<file path="src/design/csr_pkg.sv">
package csr_pkg;

  // Data width of the core
  localparam int xlen = 32;

  // CSR addresses
  localparam logic [11:0] addr_sstatus = 12'h100;
  localparam logic [11:0] addr_sie     = 12'h104;
  localparam logic [11:0] addr_sepc    = 12'h141;
  localparam logic [11:0] addr_scause  = 12'h142;
  localparam logic [11:0] addr_sip     = 12'h144;
  localparam logic [11:0] addr_mstatus = 12'h300;
  localparam logic [11:0] addr_mie     = 12'h304;
  localparam logic [11:0] addr_mepc    = 12'h341;
  localparam logic [11:0] addr_mcause  = 12'h342;
  localparam logic [11:0] addr_mip     = 12'h344;

  // mstatus fields, MPP is two bits wide
  localparam int bit_sie  = 1;
  localparam int bit_mie  = 3;
  localparam int bit_spie = 5;
  localparam int bit_mpie = 7;
  localparam int bit_spp  = 8;
  localparam int bit_mpp  = 11;
  localparam int bit_mprv = 17;

  // Interrupt bits in mip and mie, same values as the cause codes
  localparam int irq_ssi = 1;
  localparam int irq_msi = 3;
  localparam int irq_sti = 5;
  localparam int irq_mti = 7;
  localparam int irq_sei = 9;
  localparam int irq_mei = 11;

  // Privilege modes
  localparam logic [1:0] priv_u = 2'b00;
  localparam logic [1:0] priv_s = 2'b01;
  localparam logic [1:0] priv_m = 2'b11;

  // Exception codes, ecall adds the current privilege
  localparam logic [xlen-2:0] exc_illegal    = 2;
  localparam logic [xlen-2:0] exc_ecall_base = 8;

  // Writable and visible fields
  localparam logic [xlen-1:0] sstatus_mask =
      (xlen'(1) << bit_sie) | (xlen'(1) << bit_spie) | (xlen'(1) << bit_spp);
  localparam logic [xlen-1:0] mstatus_mask =
      sstatus_mask | (xlen'(1) << bit_mie) | (xlen'(1) << bit_mpie) |
      (xlen'(3) << bit_mpp) | (xlen'(1) << bit_mprv);
  localparam logic [xlen-1:0] sint_mask =
      (xlen'(1) << irq_ssi) | (xlen'(1) << irq_sti) | (xlen'(1) << irq_sei);
  localparam logic [xlen-1:0] mint_mask =
      sint_mask | (xlen'(1) << irq_msi) | (xlen'(1) << irq_mti) | (xlen'(1) << irq_mei);
  // Pending bits that software may set
  localparam logic [xlen-1:0] mip_sw_mask = (xlen'(1) << irq_sti) | (xlen'(1) << irq_sei);

  // A CSR word, either plain or read as a trap cause
  typedef union packed {
    logic [xlen-1:0] raw;
    struct packed {
      logic            interrupt;
      logic [xlen-2:0] code;
    } cause;
  } csr_word_u;

endpackage

</file>
<file path="src/design/machine_timer.sv">
module machine_timer (
  input  logic        clock,
  input  logic        reset,
  input  logic        mtimecmp_wr,
  input  logic [63:0] mtimecmp_data,
  output logic [63:0] mtime,
  output logic        mtip
);

  logic [63:0] mtimecmp;

  // Free-running time base
  always_ff @(posedge clock) begin
    if (reset) begin
      mtime <= '0;
    end else begin
      mtime <= mtime + 64'd1;
    end
  end

  // Compare value, all ones keeps the timer quiet after reset
  always_ff @(posedge clock) begin
    if (reset) begin
      mtimecmp <= '1;
    end else if (mtimecmp_wr) begin
      mtimecmp <= mtimecmp_data;
    end
  end

  // Pending level follows the compare directly
  assign mtip = (mtime >= mtimecmp);

endmodule

</file>
<file path="src/design/interrupt_arbiter.sv">
module interrupt_arbiter (
  input  logic [csr_pkg::xlen-1:0] mip_sw,
  input  logic [csr_pkg::xlen-1:0] mie_bits,
  input  logic [1:0]               priv,
  input  logic                     status_mie,
  input  logic                     status_sie,
  input  logic                     msip,
  input  logic                     ssip,
  input  logic                     external_interrupt,
  input  logic                     mtip,
  output logic                     irq_valid,
  output csr_pkg::csr_word_u       irq_cause,
  output logic [csr_pkg::xlen-1:0] mip_word
);

  import csr_pkg::*;

  logic            m_enable;
  logic            s_enable;
  logic [xlen-1:0] level_mask;
  logic [xlen-1:0] pending;

  // Full mip view, hardware levels plus the software bits
  always_comb begin
    mip_word          = mip_sw & mip_sw_mask;
    mip_word[irq_ssi] = ssip;
    mip_word[irq_msi] = msip;
    mip_word[irq_mti] = mtip;
    mip_word[irq_mei] = external_interrupt;
  end

  // M-level taken below M or with MIE, S-level in U or in S with SIE
  assign m_enable = (priv != priv_m) || status_mie;
  assign s_enable = (priv == priv_u) || ((priv == priv_s) && status_sie);

  assign level_mask = ((m_enable ? (mint_mask & ~sint_mask) : '0)) |
                      ((s_enable ? sint_mask : '0));
  assign pending    = mip_word & mie_bits & level_mask;

  // Fixed order MEI, MSI, MTI, SEI, SSI, STI
  always_comb begin
    irq_cause.raw = '0;
    irq_valid     = |pending;
    if (pending[irq_mei]) begin
      irq_cause.cause.code = (xlen-1)'(irq_mei);
    end else if (pending[irq_msi]) begin
      irq_cause.cause.code = (xlen-1)'(irq_msi);
    end else if (pending[irq_mti]) begin
      irq_cause.cause.code = (xlen-1)'(irq_mti);
    end else if (pending[irq_sei]) begin
      irq_cause.cause.code = (xlen-1)'(irq_sei);
    end else if (pending[irq_ssi]) begin
      irq_cause.cause.code = (xlen-1)'(irq_ssi);
    end else if (pending[irq_sti]) begin
      irq_cause.cause.code = (xlen-1)'(irq_sti);
    end
    irq_cause.cause.interrupt = irq_valid;
  end

endmodule

</file>
<file path="src/design/privilege_fsm.sv">
module privilege_fsm (
  input  logic                     clock,
  input  logic                     reset,
  input  logic                     status_wr,
  input  logic                     sstatus_wr,
  input  logic [csr_pkg::xlen-1:0] wr_data,
  input  logic                     mret,
  input  logic                     sret,
  input  logic                     illegal_instruction,
  input  logic                     ecall,
  input  logic                     irq_valid,
  input  csr_pkg::csr_word_u       irq_cause,
  output logic [1:0]               priv,
  output logic                     status_mie,
  output logic                     status_sie,
  output logic [csr_pkg::xlen-1:0] status_word,
  output logic                     trap,
  output csr_pkg::csr_word_u       trap_cause
);

  import csr_pkg::*;

  logic       mpie;
  logic       spie;
  logic       spp;
  logic       mprv;
  logic [1:0] mpp;
  logic [1:0] priv_next;

  // Interrupts win over illegal instruction, then ecall
  assign trap = irq_valid || illegal_instruction || ecall;

  always_comb begin
    trap_cause.raw = '0;
    if (irq_valid) begin
      trap_cause = irq_cause;
    end else if (illegal_instruction) begin
      trap_cause.cause.code = exc_illegal;
    end else if (ecall) begin
      trap_cause.cause.code = exc_ecall_base + (xlen-1)'(priv);
    end
  end

  // Mode transitions, every trap lands in M
  always_comb begin
    priv_next = priv;
    if (trap) begin
      priv_next = priv_m;
    end else if (mret) begin
      priv_next = mpp;
    end else if (sret) begin
      priv_next = {1'b0, spp};
    end
  end

  always_ff @(posedge clock) begin
    if (reset) begin
      priv <= priv_m;
    end else begin
      priv <= priv_next;
    end
  end

  // mstatus trap stack
  always_ff @(posedge clock) begin
    if (reset) begin
      status_mie <= 1'b0;
      status_sie <= 1'b0;
      mpie       <= 1'b0;
      spie       <= 1'b0;
      spp        <= 1'b0;
      mprv       <= 1'b0;
      mpp        <= priv_u;
    end else if (trap) begin
      status_mie <= 1'b0;
      mpie       <= status_mie;
      mpp        <= priv;
    end else if (mret) begin
      status_mie <= mpie;
      mpie       <= 1'b1;
      mpp        <= priv_m;
      // Leaving M drops modified privilege
      if (mpp != priv_m) begin
        mprv <= 1'b0;
      end
    end else if (sret) begin
      status_sie <= spie;
      spie       <= 1'b1;
      spp        <= 1'b1;
      mprv       <= 1'b0;
    end else if (status_wr) begin
      status_mie <= wr_data[bit_mie];
      mpie       <= wr_data[bit_mpie];
      mprv       <= wr_data[bit_mprv];
      status_sie <= wr_data[bit_sie];
      spie       <= wr_data[bit_spie];
      spp        <= wr_data[bit_spp];
      // Reserved encoding 2 keeps the old MPP
      if (wr_data[bit_mpp +: 2] != 2'b10) begin
        mpp <= wr_data[bit_mpp +: 2];
      end
    end else if (sstatus_wr) begin
      status_sie <= wr_data[bit_sie];
      spie       <= wr_data[bit_spie];
      spp        <= wr_data[bit_spp];
    end
  end

  always_comb begin
    status_word               = '0;
    status_word[bit_sie]      = status_sie;
    status_word[bit_mie]      = status_mie;
    status_word[bit_spie]     = spie;
    status_word[bit_mpie]     = mpie;
    status_word[bit_spp]      = spp;
    status_word[bit_mpp +: 2] = mpp;
    status_word[bit_mprv]     = mprv;
  end

endmodule

</file>
<file path="src/design/csr_file.sv">
module csr_file (
  input  logic                     clock,
  input  logic                     reset,
  input  logic                     wr_en,
  input  logic [11:0]              addr,
  input  logic [csr_pkg::xlen-1:0] wr_data,
  input  logic [csr_pkg::xlen-1:0] pc,
  input  logic                     trap,
  input  csr_pkg::csr_word_u       trap_cause,
  input  logic [csr_pkg::xlen-1:0] status_word,
  input  logic [csr_pkg::xlen-1:0] mip_word,
  output logic [csr_pkg::xlen-1:0] rd_data,
  output logic [csr_pkg::xlen-1:0] mepc,
  output logic [csr_pkg::xlen-1:0] sepc,
  output logic                     status_wr,
  output logic                     sstatus_wr,
  output logic [csr_pkg::xlen-1:0] mie_bits,
  output logic [csr_pkg::xlen-1:0] mip_sw
);

  import csr_pkg::*;

  logic      wr_ok;
  logic      legal_cause;
  csr_word_u wr_word;
  csr_word_u mcause;
  csr_word_u scause;

  // A trap blocks software writes in its cycle
  assign wr_ok      = wr_en && !trap;
  assign status_wr  = wr_ok && (addr == addr_mstatus);
  assign sstatus_wr = wr_ok && (addr == addr_sstatus);

  // mie, S view only touches the S enables
  always_ff @(posedge clock) begin
    if (reset) begin
      mie_bits <= '0;
    end else if (wr_ok && (addr == addr_mie)) begin
      mie_bits <= wr_data & mint_mask;
    end else if (wr_ok && (addr == addr_sie)) begin
      mie_bits <= (mie_bits & ~sint_mask) | (wr_data & sint_mask);
    end
  end

  // Software STIP and SEIP
  always_ff @(posedge clock) begin
    if (reset) begin
      mip_sw <= '0;
    end else if (wr_ok && ((addr == addr_mip) || (addr == addr_sip))) begin
      mip_sw <= wr_data & mip_sw_mask;
    end
  end

  // Exception PCs are word aligned
  always_ff @(posedge clock) begin
    if (reset) begin
      mepc <= '0;
      sepc <= '0;
    end else begin
      if (trap) begin
        mepc <= pc;
      end else if (wr_ok && (addr == addr_mepc)) begin
        mepc <= {wr_data[xlen-1:2], 2'b00};
      end
      if (wr_ok && (addr == addr_sepc)) begin
        sepc <= {wr_data[xlen-1:2], 2'b00};
      end
    end
  end

  // mcause keeps only codes this core can raise
  assign wr_word.raw = wr_data;

  always_comb begin
    legal_cause = 1'b0;
    if (wr_word.cause.interrupt) begin
      case (wr_word.cause.code)
        (xlen-1)'(irq_ssi), (xlen-1)'(irq_msi), (xlen-1)'(irq_sti),
        (xlen-1)'(irq_mti), (xlen-1)'(irq_sei), (xlen-1)'(irq_mei): legal_cause = 1'b1;
        default: legal_cause = 1'b0;
      endcase
    end else begin
      case (wr_word.cause.code)
        exc_illegal,
        exc_ecall_base + (xlen-1)'(priv_u),
        exc_ecall_base + (xlen-1)'(priv_s),
        exc_ecall_base + (xlen-1)'(priv_m): legal_cause = 1'b1;
        default: legal_cause = 1'b0;
      endcase
    end
  end

  always_ff @(posedge clock) begin
    if (reset) begin
      mcause.raw <= '0;
    end else if (trap) begin
      mcause <= trap_cause;
    end else if (wr_ok && (addr == addr_mcause) && legal_cause) begin
      mcause <= wr_word;
    end
  end

  // S view of the cause, M-level interrupts read as zero
  always_comb begin
    scause = mcause;
    if (mcause.cause.interrupt &&
        ((mcause.cause.code == (xlen-1)'(irq_msi)) ||
         (mcause.cause.code == (xlen-1)'(irq_mti)) ||
         (mcause.cause.code == (xlen-1)'(irq_mei)))) begin
      scause.raw = '0;
    end
  end

  always_comb begin
    case (addr)
      addr_sstatus: rd_data = status_word & sstatus_mask;
      addr_sie:     rd_data = mie_bits & sint_mask;
      addr_sepc:    rd_data = sepc;
      addr_scause:  rd_data = scause.raw;
      addr_sip:     rd_data = mip_word & sint_mask;
      addr_mstatus: rd_data = status_word & mstatus_mask;
      addr_mie:     rd_data = mie_bits;
      addr_mepc:    rd_data = mepc;
      addr_mcause:  rd_data = mcause.raw;
      addr_mip:     rd_data = mip_word & mint_mask;
      default:      rd_data = '0;
    endcase
  end

endmodule

</file>
<file path="src/design/csr_unit.sv">
module csr_unit (
  input  logic                     clock,
  input  logic                     reset,
  input  logic                     wr_en,
  input  logic [11:0]              addr,
  input  logic [csr_pkg::xlen-1:0] wr_data,
  input  logic [csr_pkg::xlen-1:0] pc,
  input  logic                     external_interrupt,
  input  logic                     msip,
  input  logic                     ssip,
  input  logic                     illegal_instruction,
  input  logic                     ecall,
  input  logic                     mret,
  input  logic                     sret,
  input  logic                     mtimecmp_wr,
  input  logic [63:0]              mtimecmp_data,
  output logic [csr_pkg::xlen-1:0] rd_data,
  output logic [csr_pkg::xlen-1:0] mepc,
  output logic [csr_pkg::xlen-1:0] sepc,
  output logic                     trap,
  output logic [1:0]               privilege_mode,
  output logic [63:0]              mtime
);

  import csr_pkg::*;

  logic            mtip;
  logic            status_wr;
  logic            sstatus_wr;
  logic [xlen-1:0] mie_bits;
  logic [xlen-1:0] mip_sw;
  logic [xlen-1:0] mip_word;
  logic [xlen-1:0] status_word;
  logic            status_mie;
  logic            status_sie;
  logic            irq_valid;
  csr_word_u       irq_cause;
  csr_word_u       trap_cause;

  machine_timer u_timer (
    .clock         (clock),
    .reset         (reset),
    .mtimecmp_wr   (mtimecmp_wr),
    .mtimecmp_data (mtimecmp_data),
    .mtime         (mtime),
    .mtip          (mtip)
  );

  interrupt_arbiter u_arbiter (
    .mip_sw             (mip_sw),
    .mie_bits           (mie_bits),
    .priv               (privilege_mode),
    .status_mie         (status_mie),
    .status_sie         (status_sie),
    .msip               (msip),
    .ssip               (ssip),
    .external_interrupt (external_interrupt),
    .mtip               (mtip),
    .irq_valid          (irq_valid),
    .irq_cause          (irq_cause),
    .mip_word           (mip_word)
  );

  privilege_fsm u_priv (
    .clock               (clock),
    .reset               (reset),
    .status_wr           (status_wr),
    .sstatus_wr          (sstatus_wr),
    .wr_data             (wr_data),
    .mret                (mret),
    .sret                (sret),
    .illegal_instruction (illegal_instruction),
    .ecall               (ecall),
    .irq_valid           (irq_valid),
    .irq_cause           (irq_cause),
    .priv                (privilege_mode),
    .status_mie          (status_mie),
    .status_sie          (status_sie),
    .status_word         (status_word),
    .trap                (trap),
    .trap_cause          (trap_cause)
  );

  csr_file u_csrs (
    .clock       (clock),
    .reset       (reset),
    .wr_en       (wr_en),
    .addr        (addr),
    .wr_data     (wr_data),
    .pc          (pc),
    .trap        (trap),
    .trap_cause  (trap_cause),
    .status_word (status_word),
    .mip_word    (mip_word),
    .rd_data     (rd_data),
    .mepc        (mepc),
    .sepc        (sepc),
    .status_wr   (status_wr),
    .sstatus_wr  (sstatus_wr),
    .mie_bits    (mie_bits),
    .mip_sw      (mip_sw)
  );

endmodule

</file>
<file path="config.mk">
export PLATFORM = sky130hd
export DESIGN_NAME = csr_unit
export DESIGN_NICKNAME = d
export VERILOG_FILES = /design/src/design/csr_pkg.sv /design/src/design/machine_timer.sv /design/src/design/interrupt_arbiter.sv /design/src/design/privilege_fsm.sv /design/src/design/csr_file.sv /design/src/design/csr_unit.sv
export SDC_FILE = /design/constraint.sdc
export NUM_CORES = 1
export LEC_CHECK = 0
export BUFFER_PORTS_ARGS = -buffer_cell sky130_fd_sc_hd__clkbuf_2
export CAP_MARGIN = 30
export CORE_MARGIN = 5
export CORE_UTILIZATION = 50
export CTS_CLUSTER_DIAMETER = 80
export DETAILED_ROUTE_END_ITERATION = 8
export MAX_ROUTING_LAYER = met4
export PLACE_DENSITY = 0.76
export SLEW_MARGIN = 20
export SYNTH_ARGS = -nofsm -noshare
export SYNTH_HDL_FRONTEND = slang
export SYNTH_SLANG_ARGS = --single-unit
</file>
<file path="constraint.sdc">
create_clock -name clock -period 5.34 [get_ports clock]
set_input_delay 1.068 -clock clock [delete_from_list [all_inputs] [get_ports clock]]
set_output_delay 1.068 -clock clock [all_outputs]
set_load 0.01 [all_outputs]
</file>
# Word level (Yosys, flattened, before mapping)
# Index checks and enable logic that the tools add are counted.
dict set report classes {
  n_lt_le_gt_ge 1
  n_reduce_logical 40
  muxes 50
  n_eq_ne 28
  bitwise 6
  n_addsub 2
}
# cell n
set ops {}
lappend ops {{case mux 32 bit (10 select lines)} 1}
lappend ops {{two-way mux 31 bit} 8}
lappend ops {{two-way mux 32 bit} 5}
lappend ops {{equality test 31 x 4 -> 1 bit (second input constant)} 4}
lappend ops {{equality test 31 x 2 -> 1 bit (second input constant)} 3}
lappend ops {{equality test 31 x 3 -> 1 bit (second input constant)} 3}
lappend ops {{adder 64 x 1 -> 64 bit (second input constant)} 1}
lappend ops {{>= comparator 64 bit} 1}
lappend ops {{equality test 12 x 10 -> 1 bit (second input constant)} 5}
lappend ops {{equality test 12 x 9 -> 1 bit (second input constant)} 5}
lappend ops {{two-way mux 12 bit} 3}
lappend ops {{bitwise AND 12 x 32 -> 32 bit} 1}
lappend ops {{bitwise AND 32 bit} 1}
lappend ops {{OR 32 x 10 -> 32 bit} 1}
lappend ops {{OR 32 bit} 1}
lappend ops {{OR reduction 32 bit} 1}
lappend ops {{equality test 31 x 1 -> 1 bit (second input constant)} 1}
lappend ops {{two-way mux 1 bit} 24}
lappend ops {{two-way mux 2 bit} 7}
lappend ops {{logical AND 1 bit} 12}
lappend ops {{nonzero test 3 bit} 4}
lappend ops {{two-way mux 10 bit} 1}
lappend ops {{nonzero test 2 bit} 5}
lappend ops {{AND reduction 3 bit} 3}
lappend ops {{other kinds (14)} 26}
dict set report totals {
  reg_bits 266
  in_bits 151
  out_inout_bits 163
}

# Longest topological paths before layout
dict set report logic_depth {
  word_depth 16
  depth_mapped 12
  depth_no_buf 11
}

# Hierarchy
# From an unflattened synthesis, not the netlist that was laid out.
dict set report hier_totals {
  hier_cells 1623
  hier_area_um2 13731.9
}
# module seq_area_each_um2 instances area_each_um2 cells_per_inst
set modules_own_cells {}
lappend modules_own_cells {machine_timer 2562.5 1 6890.4 808}
lappend modules_own_cells {csr_file 2042.0 1 5233.8 604}
lappend modules_own_cells {privilege_fsm 200.2 1 1011.0 130}
lappend modules_own_cells {interrupt_arbiter 0.0 1 596.8 81}

# Least setup slack after synthesis
# Ideal clock, no wire load.
dict set report synth_path {
  kind {in2out}
  startpoint {input addr[3]}
  endpoint {output rd_data[12] in the netlist's numbering}
  path_stages 7
  arrival_ns 2.630
  path_slack_ns 1.642
  required_ns 4.272
  cell_sequence {nor4b_1 > nor2b_1 > and4_1 > buf_1 > a22oi_1 > a21oi_1 > a21o_1}
}
dict set report synth_via {
  elab_chain_cells 2
}
# element line_no
set synth_rtl {}
lappend synth_rtl {{start, declared} csr_unit.sv:5} ;# input logic [11:0] addr,
lappend synth_rtl {{equality test 12 x 10 -> 1 bit or equality test 12 x 9 -> 1 bit (tied branches)} csr_file.sv:115} ;# case (addr)
lappend synth_rtl {{case mux 32 bit (10 select lines) (*)} csr_file.sv:115}
lappend synth_rtl {{end, declared} csr_unit.sv:17} ;# output logic [csr_pkg::xlen-1:0] rd_data,
# Mark *: on every way between the ends. The rest lies on a longest branch, timed or not.

# Worst setup path after layout
dict set report layout_path {
  startpoint {register u_timer.mtime[0]}
  endpoint {output rd_data[7] in the netlist's numbering}
}
dict set report layout_via {
  elab_chain_cells 2
}
# element line_no
set layout_rtl {}
lappend layout_rtl {{start, declared} machine_timer.sv:6} ;# output logic [63:0] mtime,
lappend layout_rtl {{start signal, assigned} machine_timer.sv:17} ;# mtime <= mtime + 64'd1;
lappend layout_rtl {{>= comparator 64 bit} machine_timer.sv:31} ;# assign mtip = (mtime >= mtimecmp);
lappend layout_rtl {{case mux 32 bit (10 select lines)} csr_file.sv:115}
# No other way between the ends.

==> metrics.md <==
| Metric | Value |
|---|---|
| Grt total ovfl | `0` |
| Worst-margin pin slew | `approximately 0.95 ns` |
| Post-Syn Area | `approximately 12000 um^2` |
| Post-synthesis cell type count | `between 60 and 70` |
| Final Hold Vio Count | `0` |
| Hold Slack | `0.475 ns` |
| Leakage | `6.67 nW` |
| RSZ-0062 raised after global routing | `no` |
| Met2 Use GR | `0.439` |
| Post-CTS setup buffer count | `0` |
| Global-route wire length before repair | `58400 um` |
| Flop-to-flop setup slack | `1.78 ns` |
| Latest clock arrival within the worst-skew pair | `0.52 ns` |
| Initial antenna violation count | `1` |
| Via density per instance | `around 5.7` |
| Final #Nets | `about 1900` |
| Worst VDD drop | `0.228 mV` |
| Post_cts resized | `0` |
| Setup Total Neg Slack | `0 ns` |
| Max Slew Vio Count | `0` |
| Top cells by area, synth | `dfxtp_1, ha_1, mux2i_1` |
| Slew margin rel. | `0.361` |
| CTS root buf | `clkbuf_16` |
| Core area | `23500 um^2` |
| DP Worst Slack | `1.09 ns` |
| Longest Clk Path Bufs | `3` |
| GRT Max-Usage Layer | `met2` |
| Yosys top cell by area | `dfxtp_1` |
| Met3 usage | `0.0604` |
| Post-synth EDFFs | `0` |
| H-tree depth | `1` |
| DR WL/cell | `between 15 and 20 um` |
| PortBufs | `311` |
| Status | `complete, no violations` |
| Share of cells above drive strength 1 | `0.224` |
| Clock buffer count from CTS | `26` |
| CTS clk-pin slew, worst paths | `~0.060 ns` |
| Io pins | `314` |
| Max Cap Viol | `0` |
| Register bit total from synthesis | `240` |
| First-pass DRT Iterations | `6` |
| Worst clock skew | `0.0101 ns` |
| Worst Path Arrival | `3.54 ns` |
| Most common flop cell mapped by yosys | `dfxtp_1` |
| Setup CP Type | `reg -> out` |
| Final worst setup slack | `approximately 0.73 ns` |
| Vias in the first global route | `roughly 11000` |
| Post-synth top area share | `0.401` |
| Layout Utilization | `0.623` |
| Minimum clock period | `roughly 4.6 ns` |
| Asr flop ratio synth | `0` |
| CTS tree | `built` |
| Largest net degree at the start of global routing | `74` |
| # DRC | `0` |
| DIE WIDTH | `165 um` |
| Power Density | `276 nW/um^2` |
| CTS hold repair buffers | `0` |
| Starting Density | `0.510` |
| RePlAce Congestion | `0.951` |
| Post-DP HPWL | `27700 um` |
| Die Ht | `between 150 and 200 um` |
| Die ar. | `27200 um^2` |
| Avg Inst Size Synth | `approximately 8.4 um^2` |
| Hold Path End | `u_priv.mprv$_SDFFE_PP0P_` |
| Total number of vias | `11700` |
| Crit path launch type | `register` |
| R2r startpoint | `u_timer.mtime[0]$_SDFF_PP0_` |
| Critical path fanouts, max | `5` |
| Final setup viols | `0` |
| Initial drt markers | `875` |
| Max Clk Rate | `approximately 220 MHz` |
| Row Count | `56` |
| Cells on worst reg2reg path | `11` |
| Area Overhead vs Synth | `22.3%` |
| Critical Path RT | `4.27 ns` |
| Met1 Usage GRT | `0.329` |
| Total GRT Usage | `0.272` |
| YS warnings | `0` |
| ANT nets after route | `0` |
| Tcrit/Tclk final | `0.863` |
| Kind of end point of the critical path | `primary output` |
| Hold Startpoint | `u_priv.mprv$_SDFFE_PP0P_` |
| Hold path depth | `2` |
| Seq/Total Area, Yosys | `0.401` |
| RR Endpoint | `u_csrs.mip_sw[9]$_SDFFE_PP0P_` |
| Routed wire length | `37700 um` |
| TritonCTS Sinks | `240` |
| Min-Delay Path Class | `reg -> reg` |
| Post-Syn Instances | `1425` |
## routing by layer
layer	up-vias	wire length (um)
met5	-	0
met4	0	1690
met3	120	3350
met2	511	17300
met1	5420	15400
li1	5608	-
## worst max-delay path: stages (launching register included)
cell	delay (ns)
dfxtp_1	0.39
inv_1	0.06
ha_1	0.28
nand2b_1	0.14
a2111o_1	0.45
a32oi_1	0.22
a31oi_1	0.14
or4_4	0.48
nor2_1	0.22
o21ai_0	0.16
a221o_1	0.33
clkbuf_2	0.14
## synthesized netlist by cell type (10+ instances only)
library cell,number
clkbuf_1,67
o21ai_0,78
a211oi_1,33
nand2_1,163
and2_1,34
buf_2,10
xor2_1,35
or3_1,11
nor4_1,20
inv_1,74
o211ai_1,64
dfxtp_1,240
nand4_1,29
xnor2_1,20
mux2i_1,69
nor3_1,20
and3_1,15
a21oi_1,118
ha_1,65
nor2_1,84
nand3_1,62
## cells in the final DEF (no fill, tap or decap), types with 3 or more instances in the layout
cell       instances
a222oi_1           3
a32oi_1            3
nand3_1           62
buf_4             14
and2_1            34
o21ai_0           78
or4_1              7
nor2b_1            4
a211oi_1          33
nand2b_1           6
nor2_1            84
clkbuf_16         27
mux2i_1           69
clkbuf_8           7
a31oi_1            3
a21oi_1          117
a221oi_1           4
nand4b_1           3
clkbuf_2         309
o21a_1             3
mux2_2             3
buf_12             3
nor4_1            19
a21o_1             9
or3_1             11
inv_1             74
nor3_1            19
and4_1             9
o211ai_1          64
xnor2_1           20
nand2_1          163
a22oi_1            7
xor2_1            35
ha_1              65
nand4_1           29
and3_1            14
dfxtp_1          240
clkbuf_1           8
## how the worst max path moves through the flow
stage / slack [ns] / from / to
2_1_floorplan: 1.64 / addr[3] / rd_data[12]
3_3_place_gp: 1.20 / addr[3] / rd_data[7]
3_5_place_dp: 1.09 / addr[3] / rd_data[7]
4_1_cts: 0.74 / u_timer.mtime[0]$_SDFF_PP0_ / rd_data[7]
5_1_grt: 0.54 / u_timer.mtime[0]$_SDFF_PP0_ / rd_data[7]
6_report: 0.73 / u_timer.mtime[0]$_SDFF_PP0_ / rd_data[7]
## flip-flops by register name, summed over array words and instances (netlist names)
name               cells
u_timer.mtime         64
u_timer.mtimecmp      64
u_csrs.mcause         32
u_csrs.mepc           32
u_csrs.sepc           30
u_csrs.mie_bits        6
u_csrs.mip_sw          2
u_priv.mpp             2
u_priv.priv            2
u_priv.mpie            1
u_priv.mprv            1
u_priv.spie            1
u_priv.spp             1
u_priv.status_mie      1
u_priv.status_sie      1
## cell type report
type                            count  area, um^2
Antenna cell                        1        2.50
Clock buffer                       42         802
Clock inverter                      4        70.1
Fill cell                        2066        8870
Inverter                           76         285
Multi-Input combinational cell   1019        6550
Sequential cell                   240        4800
Tap cell                          319         399
Timing Repair Buffer              328        1750
## metrics by stage
step	total power [mW]	instance area, um^2	instances
5_1_grt	4.20	14700	2029
2_1_floorplan	2.11	12000	1426
4_1_cts	4.08	14600	2026
3_3_place_gp	2.25	13700	1978
3_5_place_dp	2.26	13800	1980
6_report	4.04	14700	2029
## power by group
part / total [mW] / internal, mW / switching [mW]
Clock: 1.82 / 1.11 / 0.702
Combinational: 0.344 / 0.139 / 0.206
Sequential: 1.88 / 1.85 / 0.0345
Total: 4.04 / 3.10 / 0.942
## cell families after synthesis
family | after synthesis | synth area share
and+or+nand+nor | 481 | 0.197
AOI/OAI and AO/OA | 344 | 0.178
DFF | 240 | 0.401
buffers and inverters | 167 | 0.0558
muxes | 72 | 0.0604
adders and majority gates | 65 | 0.0678
xor gates and xnor gates | 55 | 0.0402
other | 1 | 0.000313
Power figures use the tool's default switching activity.
